==> config.mk <==
export PLATFORM = sky130hd
export DESIGN_NAME = core_top
export DESIGN_NICKNAME = d
export VERILOG_FILES = /design/src/hdl/rv32i_types_pkg.sv /design/src/hdl/core_top.sv /design/src/hdl/decode_stage.sv /design/src/hdl/dmem_port.sv /design/src/hdl/execute_stage.sv /design/src/hdl/regfile.sv /design/src/hdl/writeback_stage.sv
export SDC_FILE = /design/constraint.sdc
export NUM_CORES = 2
export LEC_CHECK = 0
export ABC_AREA = 1
export BUFFER_PORTS_ARGS = -buffer_cell sky130_fd_sc_hd__buf_4
export CORE_MARGIN = 1.5
export CORE_UTILIZATION = 37
export DETAILED_ROUTE_END_ITERATION = 16
export MAX_ROUTING_LAYER = met4
export PLACE_DENSITY = 0.56
export SKIP_CTS_REPAIR_TIMING = 1
export SLEW_MARGIN = 20
export SYNTH_ARGS = -nofsm -noshare
export SYNTH_HDL_FRONTEND = slang
export SYNTH_SLANG_ARGS = --single-unit
==> constraint.sdc <==
create_clock -name clk -period 7.85 [get_ports clk]
set_input_delay 0.785 -clock clk [delete_from_list [all_inputs] [get_ports clk]]
set_output_delay 0.785 -clock clk [all_outputs]
set_load 0.02 [all_outputs]
==> src/hdl/rv32i_types_pkg.sv <==
// ######################################
// Opcode and result-select enums, pipeline
// register structs and the load test.
// ######################################
package rv32i_types_pkg;

    // Major opcodes of the supported subset.
    typedef enum logic [6:0] {
        op_lui  = 7'b0110111,
        op_imm  = 7'b0010011,
        op_reg  = 7'b0110011,
        op_load = 7'b0000011
    } opcode_t;

    // Write-back source.
    typedef enum logic [3:0] {
        u_imm_rd,
        alu_out_rd,
        cmp_rd,
        lb,
        lbu,
        lh,
        lhu,
        lw
    } rd_m_sel_t;

    typedef enum logic [2:0] {
        alu_add,
        alu_sub,
        alu_xor,
        alu_or,
        alu_and,
        alu_slt,
        alu_sltu
    } alu_op_t;

    typedef struct packed {
        logic      regf_we;
        rd_m_sel_t rd_m_sel;
    } wb_ctrl_t;

    typedef struct packed {
        logic        valid_s;
        alu_op_t     alu_op_s;
        logic        use_imm_s;
        logic [31:0] imm_s;
        logic [31:0] rs1_v_s;
        logic [31:0] rs2_v_s;
        logic [4:0]  rd_s_s;
        wb_ctrl_t    wb_ctrl_s;
    } id_ex_reg_t;

    typedef struct packed {
        logic        valid_s;
        logic [4:0]  rd_s_s;
        wb_ctrl_t    wb_ctrl_s;
        logic [31:0] alu_out_s;
        logic [31:0] u_imm_s;
        logic [31:0] mem_addr_s;
        logic        cmp_s;
    } ex_wb_reg_t;

    function automatic logic is_load(input rd_m_sel_t sel);
        return sel inside {lb, lbu, lh, lhu, lw};
    endfunction

endpackage

==> src/hdl/core_top.sv <==
// ######################################
// Core top: stages, register file and
// data memory port.
// ######################################
module core_top (
    input  logic        clk,
    input  logic        arst_n,
    input  logic        inst_req,
    input  logic [31:0] inst,
    input  logic        dmem_ack,
    input  logic [31:0] dmem_rdata,
    output logic        inst_ack,
    output logic        dmem_req,
    output logic [31:0] dmem_addr,
    output logic        commit_valid,
    output logic [4:0]  commit_rd,
    output logic [31:0] commit_data
);

    rv32i_types_pkg::id_ex_reg_t id_ex_reg;
    rv32i_types_pkg::ex_wb_reg_t ex_wb_reg;
    logic                        move;
    logic [4:0]                  rs1_s;
    logic [4:0]                  rs2_s;
    logic [31:0]                 rs1_v;
    logic [31:0]                 rs2_v;
    logic                        regf_we;
    logic [4:0]                  rd_sel;
    logic [31:0]                 rd_v;
    logic                        dmem_resp;
    logic [31:0]                 load_data;

    decode_stage u_decode (
        .clk       (clk),
        .arst_n    (arst_n),
        .inst_req  (inst_req),
        .inst      (inst),
        .move      (move),
        .rs1_v     (rs1_v),
        .rs2_v     (rs2_v),
        .ex_wb_reg (ex_wb_reg),
        .inst_ack  (inst_ack),
        .rs1_s     (rs1_s),
        .rs2_s     (rs2_s),
        .id_ex_reg (id_ex_reg)
    );

    execute_stage u_execute (
        .clk       (clk),
        .arst_n    (arst_n),
        .move      (move),
        .id_ex_reg (id_ex_reg),
        .ex_wb_reg (ex_wb_reg)
    );

    writeback_stage u_writeback (
        .ex_wb_reg    (ex_wb_reg),
        .dmem_rdata   (load_data),
        .dmem_resp    (dmem_resp),
        .move         (move),
        .regf_we      (regf_we),
        .rd_sel       (rd_sel),
        .rd_v         (rd_v),
        .commit_valid (commit_valid),
        .commit_rd    (commit_rd),
        .commit_data  (commit_data)
    );

    regfile u_regfile (
        .clk    (clk),
        .arst_n (arst_n),
        .we     (regf_we),
        .rd_sel (rd_sel),
        .rd_v   (rd_v),
        .rs1_s  (rs1_s),
        .rs2_s  (rs2_s),
        .rs1_v  (rs1_v),
        .rs2_v  (rs2_v)
    );

    dmem_port u_dmem_port (
        .clk           (clk),
        .arst_n        (arst_n),
        .ex_wb_reg     (ex_wb_reg),
        .dmem_ack      (dmem_ack),
        .dmem_rdata_in (dmem_rdata),
        .dmem_req      (dmem_req),
        .dmem_addr     (dmem_addr),
        .dmem_resp     (dmem_resp),
        .dmem_rdata    (load_data)
    );

endmodule

==> src/hdl/decode_stage.sv <==
// ######################################
// Decode stage: instruction handshake,
// field decode and scoreboard interlock.
// ######################################
module decode_stage (
    input  logic                        clk,
    input  logic                        arst_n,
    input  logic                        inst_req,
    input  logic [31:0]                 inst,
    input  logic                        move,
    input  logic [31:0]                 rs1_v,
    input  logic [31:0]                 rs2_v,
    input  rv32i_types_pkg::ex_wb_reg_t ex_wb_reg,
    output logic                        inst_ack,
    output logic [4:0]                  rs1_s,
    output logic [4:0]                  rs2_s,
    output rv32i_types_pkg::id_ex_reg_t id_ex_reg
);

    logic [2:0]                 funct3;
    logic [4:0]                 rd_s;
    rv32i_types_pkg::alu_op_t   alu_op;
    logic                       use_imm;
    logic [31:0]                imm;
    rv32i_types_pkg::wb_ctrl_t  wb_ctrl;
    logic                       uses_rs1;
    logic                       uses_rs2;
    logic                       hit_id;
    logic                       hit_ex;
    logic                       capture;

    assign funct3 = inst[14:12];
    assign rd_s   = inst[11:7];
    assign rs1_s  = inst[19:15];
    assign rs2_s  = inst[24:20];

    always_comb begin
        alu_op           = rv32i_types_pkg::alu_add;
        use_imm          = 1'b1;
        imm              = {{20{inst[31]}}, inst[31:20]};
        wb_ctrl.regf_we  = 1'b0;
        wb_ctrl.rd_m_sel = rv32i_types_pkg::alu_out_rd;
        uses_rs1         = 1'b0;
        uses_rs2         = 1'b0;
        case (inst[6:0])
            rv32i_types_pkg::op_lui: begin
                imm              = {inst[31:12], 12'h000};
                wb_ctrl.regf_we  = 1'b1;
                wb_ctrl.rd_m_sel = rv32i_types_pkg::u_imm_rd;
            end
            rv32i_types_pkg::op_imm, rv32i_types_pkg::op_reg: begin
                uses_rs1        = 1'b1;
                uses_rs2        = (inst[6:0] == rv32i_types_pkg::op_reg);
                use_imm         = !uses_rs2;
                wb_ctrl.regf_we = 1'b1;
                case (funct3)
                    3'b000: alu_op = (uses_rs2 && inst[30]) ? rv32i_types_pkg::alu_sub
                                                             : rv32i_types_pkg::alu_add;
                    3'b010: begin
                        alu_op           = rv32i_types_pkg::alu_slt;
                        wb_ctrl.rd_m_sel = rv32i_types_pkg::cmp_rd;
                    end
                    3'b011: begin
                        alu_op           = rv32i_types_pkg::alu_sltu;
                        wb_ctrl.rd_m_sel = rv32i_types_pkg::cmp_rd;
                    end
                    3'b100: alu_op = rv32i_types_pkg::alu_xor;
                    3'b110: alu_op = rv32i_types_pkg::alu_or;
                    3'b111: alu_op = rv32i_types_pkg::alu_and;
                    // Shifts are not supported.
                    default: wb_ctrl.regf_we = 1'b0;
                endcase
            end
            rv32i_types_pkg::op_load: begin
                uses_rs1        = 1'b1;
                wb_ctrl.regf_we = 1'b1;
                case (funct3)
                    3'b000:  wb_ctrl.rd_m_sel = rv32i_types_pkg::lb;
                    3'b001:  wb_ctrl.rd_m_sel = rv32i_types_pkg::lh;
                    3'b010:  wb_ctrl.rd_m_sel = rv32i_types_pkg::lw;
                    3'b100:  wb_ctrl.rd_m_sel = rv32i_types_pkg::lbu;
                    3'b101:  wb_ctrl.rd_m_sel = rv32i_types_pkg::lhu;
                    default: wb_ctrl.regf_we  = 1'b0;
                endcase
            end
            default: ;
        endcase
    end

    // A source register still being produced further down blocks the handshake.
    assign hit_id = id_ex_reg.valid_s && id_ex_reg.wb_ctrl_s.regf_we
                 && (id_ex_reg.rd_s_s != 5'd0)
                 && ((uses_rs1 && id_ex_reg.rd_s_s == rs1_s)
                  || (uses_rs2 && id_ex_reg.rd_s_s == rs2_s));
    assign hit_ex = ex_wb_reg.valid_s && ex_wb_reg.wb_ctrl_s.regf_we
                 && (ex_wb_reg.rd_s_s != 5'd0)
                 && ((uses_rs1 && ex_wb_reg.rd_s_s == rs1_s)
                  || (uses_rs2 && ex_wb_reg.rd_s_s == rs2_s));

    assign capture = inst_req && !inst_ack && move && !hit_id && !hit_ex;

    always_ff @(posedge clk or negedge arst_n) begin
        if (!arst_n) begin
            inst_ack  <= 1'b0;
            id_ex_reg <= '0;
        end else begin
            if (capture) begin
                inst_ack <= 1'b1;
            end else if (!inst_req) begin
                inst_ack <= 1'b0;
            end
            if (move) begin
                id_ex_reg.valid_s   <= capture;
                id_ex_reg.alu_op_s  <= alu_op;
                id_ex_reg.use_imm_s <= use_imm;
                id_ex_reg.imm_s     <= imm;
                id_ex_reg.rs1_v_s   <= rs1_v;
                id_ex_reg.rs2_v_s   <= rs2_v;
                id_ex_reg.rd_s_s    <= rd_s;
                id_ex_reg.wb_ctrl_s <= wb_ctrl;
            end
        end
    end

    ack_follows_req: assert property (@(posedge clk) disable iff (!arst_n)
        $rose(inst_ack) |-> $past(inst_req))
        else $error("inst_ack rose without inst_req");

endmodule

==> src/hdl/dmem_port.sv <==
// ######################################
// Four-phase read master to data memory.
// ######################################
module dmem_port (
    input  logic                        clk,
    input  logic                        arst_n,
    input  rv32i_types_pkg::ex_wb_reg_t ex_wb_reg,
    input  logic                        dmem_ack,
    input  logic [31:0]                 dmem_rdata_in,
    output logic                        dmem_req,
    output logic [31:0]                 dmem_addr,
    output logic                        dmem_resp,
    output logic [31:0]                 dmem_rdata
);

    typedef enum logic [1:0] {
        st_idle,
        st_req,
        st_release,
        st_resp
    } state_t;

    state_t state;
    logic   load_pending;

    assign load_pending = ex_wb_reg.valid_s
                       && rv32i_types_pkg::is_load(ex_wb_reg.wb_ctrl_s.rd_m_sel);

    always_ff @(posedge clk or negedge arst_n) begin
        if (!arst_n) begin
            state <= st_idle;
        end else begin
            case (state)
                st_idle:    if (load_pending) state <= st_req;
                st_req:     if (dmem_ack) state <= st_release;
                st_release: if (!dmem_ack) state <= st_resp;
                default:    state <= st_idle;
            endcase
        end
    end

    always_ff @(posedge clk) begin
        if (state == st_req && dmem_ack) begin
            dmem_rdata <= dmem_rdata_in;
        end
    end

    // The address is stable since the load holds the pipe.
    assign dmem_addr = {ex_wb_reg.mem_addr_s[31:2], 2'b00};
    assign dmem_req  = (state == st_req);
    assign dmem_resp = (state == st_resp);

    req_held_for_ack: assert property (@(posedge clk) disable iff (!arst_n)
        $fell(dmem_req) |-> $past(dmem_ack))
        else $error("dmem_req dropped before dmem_ack");

endmodule

==> src/hdl/execute_stage.sv <==
// ######################################
// Execute stage: ALU, compare unit and
// load address generation.
// ######################################
module execute_stage (
    input  logic                        clk,
    input  logic                        arst_n,
    input  logic                        move,
    input  rv32i_types_pkg::id_ex_reg_t id_ex_reg,
    output rv32i_types_pkg::ex_wb_reg_t ex_wb_reg
);

    logic [31:0] op_a;
    logic [31:0] op_b;
    logic [31:0] alu_out;
    logic [31:0] mem_addr;
    logic        cmp;

    assign op_a = id_ex_reg.rs1_v_s;
    assign op_b = id_ex_reg.use_imm_s ? id_ex_reg.imm_s : id_ex_reg.rs2_v_s;

    always_comb begin
        if (id_ex_reg.alu_op_s == rv32i_types_pkg::alu_sltu) begin
            cmp = (op_a < op_b);
        end else begin
            cmp = ($signed(op_a) < $signed(op_b));
        end
    end

    always_comb begin
        case (id_ex_reg.alu_op_s)
            rv32i_types_pkg::alu_sub:  alu_out = op_a - op_b;
            rv32i_types_pkg::alu_xor:  alu_out = op_a ^ op_b;
            rv32i_types_pkg::alu_or:   alu_out = op_a | op_b;
            rv32i_types_pkg::alu_and:  alu_out = op_a & op_b;
            default:                   alu_out = op_a + op_b;
        endcase
    end

    // Effective address of a load.
    assign mem_addr = op_a + id_ex_reg.imm_s;

    always_ff @(posedge clk or negedge arst_n) begin
        if (!arst_n) begin
            ex_wb_reg <= '0;
        end else if (move) begin
            ex_wb_reg.valid_s   <= id_ex_reg.valid_s;
            ex_wb_reg.rd_s_s    <= id_ex_reg.rd_s_s;
            ex_wb_reg.wb_ctrl_s <= id_ex_reg.wb_ctrl_s;
            ex_wb_reg.alu_out_s <= alu_out;
            ex_wb_reg.u_imm_s   <= id_ex_reg.imm_s;
            ex_wb_reg.cmp_s     <= cmp;
            if (rv32i_types_pkg::is_load(id_ex_reg.wb_ctrl_s.rd_m_sel)) begin
                ex_wb_reg.mem_addr_s <= mem_addr;
            end
        end
    end

endmodule

==> src/hdl/regfile.sv <==
// ######################################
// Register file, 32 x 32 bits, 2R1W.
// ######################################
module regfile (
    input  logic        clk,
    input  logic        arst_n,
    input  logic        we,
    input  logic [4:0]  rd_sel,
    input  logic [31:0] rd_v,
    input  logic [4:0]  rs1_s,
    input  logic [4:0]  rs2_s,
    output logic [31:0] rs1_v,
    output logic [31:0] rs2_v
);

    logic [31:0] regs [32];

    always_ff @(posedge clk or negedge arst_n) begin
        if (!arst_n) begin
            for (int i = 0; i < 32; i++) begin
                regs[i] <= '0;
            end
        end else if (we && rd_sel != 5'd0) begin
            regs[rd_sel] <= rd_v;
        end
    end

    // Write data passes straight through to a read of the same index.
    assign rs1_v = (rs1_s == 5'd0)              ? '0
                 : (we && rd_sel == rs1_s)      ? rd_v
                 :                                regs[rs1_s];
    assign rs2_v = (rs2_s == 5'd0)              ? '0
                 : (we && rd_sel == rs2_s)      ? rd_v
                 :                                regs[rs2_s];

endmodule

==> src/hdl/writeback_stage.sv <==
// ######################################
// Write-back stage: result mux, load lane
// extraction, register write and commit.
// ######################################
module writeback_stage (
    input  rv32i_types_pkg::ex_wb_reg_t ex_wb_reg,
    input  logic [31:0]                 dmem_rdata,
    input  logic                        dmem_resp,
    output logic                        move,
    output logic                        regf_we,
    output logic [4:0]                  rd_sel,
    output logic [31:0]                 rd_v,
    output logic                        commit_valid,
    output logic [4:0]                  commit_rd,
    output logic [31:0]                 commit_data
);

    rv32i_types_pkg::wb_ctrl_t wb_ctrl;
    logic                      load;
    logic                      valid;
    logic [7:0]                byte_v;
    logic [15:0]               half_v;

    assign wb_ctrl = ex_wb_reg.wb_ctrl_s;
    assign load    = ex_wb_reg.valid_s && rv32i_types_pkg::is_load(wb_ctrl.rd_m_sel);

    // A load holds the whole pipe until its data comes back.
    assign move  = !load || dmem_resp;
    assign valid = load ? dmem_resp : (ex_wb_reg.valid_s && move);

    assign byte_v = dmem_rdata[{ex_wb_reg.mem_addr_s[1:0], 3'b000} +: 8];
    assign half_v = dmem_rdata[{ex_wb_reg.mem_addr_s[1], 4'b0000} +: 16];

    always_comb begin
        case (wb_ctrl.rd_m_sel)
            rv32i_types_pkg::u_imm_rd: rd_v = ex_wb_reg.u_imm_s;
            rv32i_types_pkg::cmp_rd:   rd_v = {31'd0, ex_wb_reg.cmp_s};
            rv32i_types_pkg::lb:       rd_v = {{24{byte_v[7]}}, byte_v};
            rv32i_types_pkg::lbu:      rd_v = {24'd0, byte_v};
            rv32i_types_pkg::lh:       rd_v = {{16{half_v[15]}}, half_v};
            rv32i_types_pkg::lhu:      rd_v = {16'd0, half_v};
            rv32i_types_pkg::lw:       rd_v = dmem_rdata;
            default:                   rd_v = ex_wb_reg.alu_out_s;
        endcase
    end

    assign regf_we = valid && wb_ctrl.regf_we;
    assign rd_sel  = ex_wb_reg.rd_s_s;

    // Every register write is reported, x0 included.
    assign commit_valid = regf_we;
    assign commit_rd    = rd_sel;
    assign commit_data  = rd_v;

    resp_needs_load: assert property (@(posedge dmem_resp) load)
        else $error("dmem_resp without a pending load");

endmodule

# Yosys cells after proc, flatten, opt, wreduce, memory -nomap -nowiden
# Index checks and enable logic that the tools add are counted.
# classes
add_sub_neg	3
n_lt_le_gt_ge	6
n_eq_ne	38
shift	2
n_mux	36
n_bitwise	6
reduce_logical	47
# op_table
cell	n
$bwmux 1024	1
$bmux 32 s5	2
$mux 32	10
$pmux 32 s7	1
$demux 32 s5	1
$pmux 32 s4	1
$add 32x32->32	2
$lt 32x32->1	2
$and 32x32->32	1
$eq 4x3->1 const B	8
$or 32x32->32	1
$shiftx 32x6->16	1
$shiftx 32x6->8	1
$sub 32x32->32	1
$xor 32x32->32	1
$mux 31	1
$logic_and 1x1->1	23
$eq 5x5->1	4
$reduce_bool 5->1	4
$eq 3x3->1 const B	6
$ge 6x6->1 const B	3
$not 5->6	3
$pmux 3 s6	1
$pmux 3 s5	1
28 further kinds	58
# totals
regBits	1278
input_bits	68
out_inout_bits	72
wordCells	190

# Longest topological paths before layout
# depth
depth_word	11
ltp_mapped	22
depth_no_buf	21

# Cells and area by module
# A second synthesis with hierarchy kept.
# hier_totals
cells_unflattened	11867
hier_area_um2	80011.7
# modules_own_cells
module	instances	cells_per_inst	area_per_inst_um2	seq_area_each_um2
regfile	1	8770	59370.7	25624.6
execute_stage	1	2112	12728.5	2702.6
decode_stage	1	580	4880.9	2777.7
writeback_stage	1	310	1620.3	0.0
dmem_port	1	95	1411.4	1011.0

# Worst setup path after synthesis
# No wires, ideal clock.
# synth_timing
path_type	register -> register
from	register u_decode.id_ex_reg[106] (netlist name)
to	register u_execute.ex_wb_reg[0] (netlist name)
setup_ns	0.117
t_arrival_ns	2.547
t_required_ns	7.733
path_slack_ns	5.186
path_stages_with_launch	19
n_path_buf	2
period_less_slack_ns	2.664
path_cell_list	dfrtp_1 -> clkbuf_1 -> clkbuf_1 -> o21ai_0 -> inv_1 -> ha_1 -> inv_1 -> fa_1 -> nand2_1 -> nand2_1 -> nand4_1 -> nand2_1 -> nand2_1 -> nand2_1 -> nand3_1 -> nand2_1 -> or2_2 -> nand3_1 -> nand2_1
# synth_between
elab_chain_len	3
elab_cells_between_ends	4
cone_classes	order compare: 2; mux: 2
# synth_lines
item	line	rtl
$mux 32 (*)	execute_stage.sv:20	assign op_b = id_ex_reg.use_imm_s ? id_ex_reg.imm_s : id_ex_reg.rs2_v_s;
$lt 32x32->1 (on tied branches)	execute_stage.sv:26, execute_stage.sv:24	
$mux 1 (*)	execute_stage.sv:23	if (id_ex_reg.alu_op_s == rv32i_types_pkg::alu_sltu) begin
# Mark *: on every way between the ends. The rest lies on a longest branch, timed or not.
# A chain may end at the register's enable or synchronous reset.

# Final worst setup path
# layout_timing
from	register u_execute.ex_wb_reg[2] (netlist name)
to	output commit_data[21]
# layout_between
elab_chain_len	2
elab_cells_between_ends	3
cone_classes	shift: 2; mux: 1
# layout_lines
item	line	rtl
$shiftx 32x6->16 / $shiftx 32x6->8 (equally long branches)	writeback_stage.sv:32, writeback_stage.sv:31	
$pmux 32 s7 (*)	writeback_stage.sv:35	case (wb_ctrl.rd_m_sel)
end: declaration	core_top.sv:17	output logic [31:0] commit_data
# Marks and branches as above.

==> flow_metrics.py <==
metrics = {
    "routing": {
        "finalWirelength_um": 349000,
        "final_antenna_net_count": 0,
        "first_pass_iters": 8,
        "drt_iter0_drc": 10300,
        "wl_per_cell_um": 27.2,
        "via_count": 75600,
        "viasPerCell": 5.89,
        "route.detailed.drc": 0,
    },
    "yosys": {
        "synthArstFlopShare_pct": 97.5,
        "netlist_area_um2": 75800,
        "synth_top_area_share_pct": 41.1,
        "synth-seq-cells": 1276,
        "synth-xor-area-share_pct": 0.393,
        "muxShareOfSynthArea_pct": 0.0924,
        "synth_top_family_by_area": "simple AND/OR/NAND/NOR gates",
        "synth_common_cells": "nand2_1 (2619), o21ai_0 (1530), nand3_1 (1272), dfrtp_1 (1244), inv_1 (764)",
        "netlist_instances": 10500,
        "synth_area_leaders": "dfrtp_1 (41%), nand2_1 (13%), o21ai_0 (10%)",
        "post-synth-top-count-cell": "nand2_1",
        "yosys.area_share.adder_pct": 2.56,
        "synth_compound_area_share_pct": 19.7,
        "syn_avg_cell_area_um2": 7.21,
        "synth_simple_gate_area_share_pct": 25.7,
        "synth_cell_types": 62,
        "synth_top_area_cell": "dfrtp_1",
        "ys_warn_count": 0,
        "synth_ff_type": "dfrtp_1",
        "yosysSeqAreaShare_pct": 42.3,
        "synth_edf_count": 32,
    },
    "job": {
        "drv_cap": 0,
    },
    "sta": {
        "worst-slew-pin-transition_ps": 1200,
        "setup_viol": 0,
        "final_hold_viol_count": 0,
        "post-route-period-util_pct": 63.7,
        "rsz0062_at_grt": "false",
        "max_slew_margin_pct": 19.5,
        "clock_skew_ps": 35.4,
        "fin_tns_setup_ps": 0,
        "fin_crit_ps": 5000,
        "fmax_ghz": 0.200,
        "slew_violations": 0,
    },
    "worst_setup_path": {
        "reg2reg_from": "u_decode.id_ex_reg[106]",
        "crit_fanout": 34,
        "r2r_slack_ps": 3710,
        "r2r-end": "u_execute.ex_wb_reg[91]",
        "worst_ep_arrival_time_ps": 4210,
        "cp-start-kind": "flip-flop",
        "cp-end-kind": "output port",
        "required_ps": 7070,
        "worst-r2r-cell-count": 14,
        "critPathKind": "flip-flop to output port",
    },
    "die": {
        "core_area_um2": 203000,
        "die_y_um": 456,
        "initial_core_util_pct": 37.3,
        "die-area_um2": 208000,
        "ios": 140,
        "rows": 165,
        "die_x_um": 456,
    },
    "global_routing": {
        "antenna_found_initial": 11,
        "grt_pass1_wl_um": 506000,
        "grt_max_degree": 195,
        "grt_pass1_vias": 71200,
        "grt_overflow": 0,
        "track_usage_pct": 33.8,
    },
    "cts": {
        "cts-root-buf": "clkbuf_16",
        "clock_latency_ps": 840,
        "clock-sinks": 1276,
        "path_clk_slew_ps": 60,
        "htreeDepth": 4,
        "cts_buffers": 150,
        "clock_path_buffers": 3,
        "cts_tree": "done",
    },
    "hold_path": {
        "min_to": "u_dmem_port.dmem_rdata[30]",
        "hold_depth": 1,
        "hold_start": "dmem_rdata[30]",
        "min_path_type": "primary input to flip-flop",
    },
    "outcome": {
        "outcome": "completed",
    },
    "power": {
        "ir_drop_mv": 0.143,
        "power_leakage_nw": 35.9,
        "powerDensity_nw_per_um2": 224,
        "total_power_mw": 18.6,
    },
    "cells_and_area": {
        "final_util_pct": 40.8,
        "largest_reg_flops": 1024,
        "syn_to_final_growth_pct": 9.23,
        "nNetsFinal": 10300,
        "final_layout_size_suffix_gt1_share_pct": 6.34,
        "fillers": 21000,
    },
    "placed_design": {
        "gp_congestion": 1.01,
        "port_buffers": 137,
        "dpl.hpwl_um": 215000,
    },
}
==> through the flow <==
step / area [µm²] / hold slack, ps / setup slack [ps] / std cells
after floorplan: 75800 / 429 / 5190 / 10500
after global placement: 77700 / 365 / 3500 / 12600
after detailed placement: 77700 / 366 / 3460 / 12600
after CTS: 82800 / -64.4 / 2840 / 12800
after global routing: 82800 / 98.9 / 2610 / 12800
final: 82800 / 138 / 2850 / 12800
==> where the power goes <==
part	internal (mW)	switching (mW)	total (mW)
Combinational	0.980	2.98	3.96
Sequential	6.91	0.347	7.25
Clock	4.35	3.02	7.37
Total	12.2	6.35	18.6
==> cell type report <==
| cell class | instances | area, µm² | area share, % |
|---|---|---|---|
| Clock inverter | 47 | 622 | 0.751 |
| Tap cell | 2672 | 3340 | 4.04 |
| Multi-Input combinational cell | 7525 | 36800 | 44.5 |
| Timing Repair Buffer | 284 | 2330 | 2.81 |
| Clock buffer | 221 | 4480 | 5.41 |
| Sequential cell | 1276 | 32100 | 38.8 |
| Antenna cell | 7 | 17.5 | 0.0212 |
| Inverter | 807 | 3080 | 3.72 |
==> kinds of logic (layout without fill, tap and decap cells) <==
kind of cell,count (synthesis),in the layout
and+or+nand+nor,4654,4654
AOI/OAI and AO/OA,2675,2675
buffers and inverters,1707,1359
DFF,1276,1276
adders and majority gates,153,153
xor gates and xnor gates,34,34
muxes,7,7
other,1,9
==> worst max-delay path, stage by stage (launching register included) <==
cell and delay (ps):
dfrtp_1 870, inv_2 180, o21ai_1 240, a21oi_2 100, nand2_2 180, nand2_2 70
inv_2 340, nand3_1 160, nand2_2 640, inv_1 330, buf_4 250
==> layout by cell type (no fill, tap or decap), types with 37 or more instances in the layout <==
cell type and n:
o22ai_1 97, inv_2 37, nand3_1 1271, o211ai_1 467, ha_1 150, a21oi_1 393, nand2_1 2612, nor2_1 613
o21ai_0 1529, inv_1 758, nor3_1 41, clkbuf_16 155, buf_4 265, o21ai_1 108, dfrtp_1 1243
==> worst max path at each step <==
stage                                  end  slack (ps)  depth (start not counted)                     from
global placement    u_decode.id_ex_reg[53]        3500                         13                 inst[16]
detailed placement  u_decode.id_ex_reg[53]        3460                         13                 inst[16]
global route               commit_data[21]        2610                         10   u_execute.ex_wb_reg[2]
CTS                        commit_data[22]        2840                         10   u_execute.ex_wb_reg[2]
finish                     commit_data[21]        2850                         10   u_execute.ex_wb_reg[2]
floorplan           u_execute.ex_wb_reg[0]        5190                         18  u_decode.id_ex_reg[106]
==> metal layers <==
metal | share of wire, % | vias to the layer above | GRT usage (%) | routed length [µm]
met5 | 0 | - | - | 0
met4 | 5.9 | 0 | 17.0 | 20500
met3 | 9.4 | 937 | 6.43 | 32800
met2 | 44 | 4128 | 50.3 | 152000
met1 | 41 | 36400 | 43.8 | 144000
li1 | - | 34100 | - | -
Power figures use the tool's default switching activity.
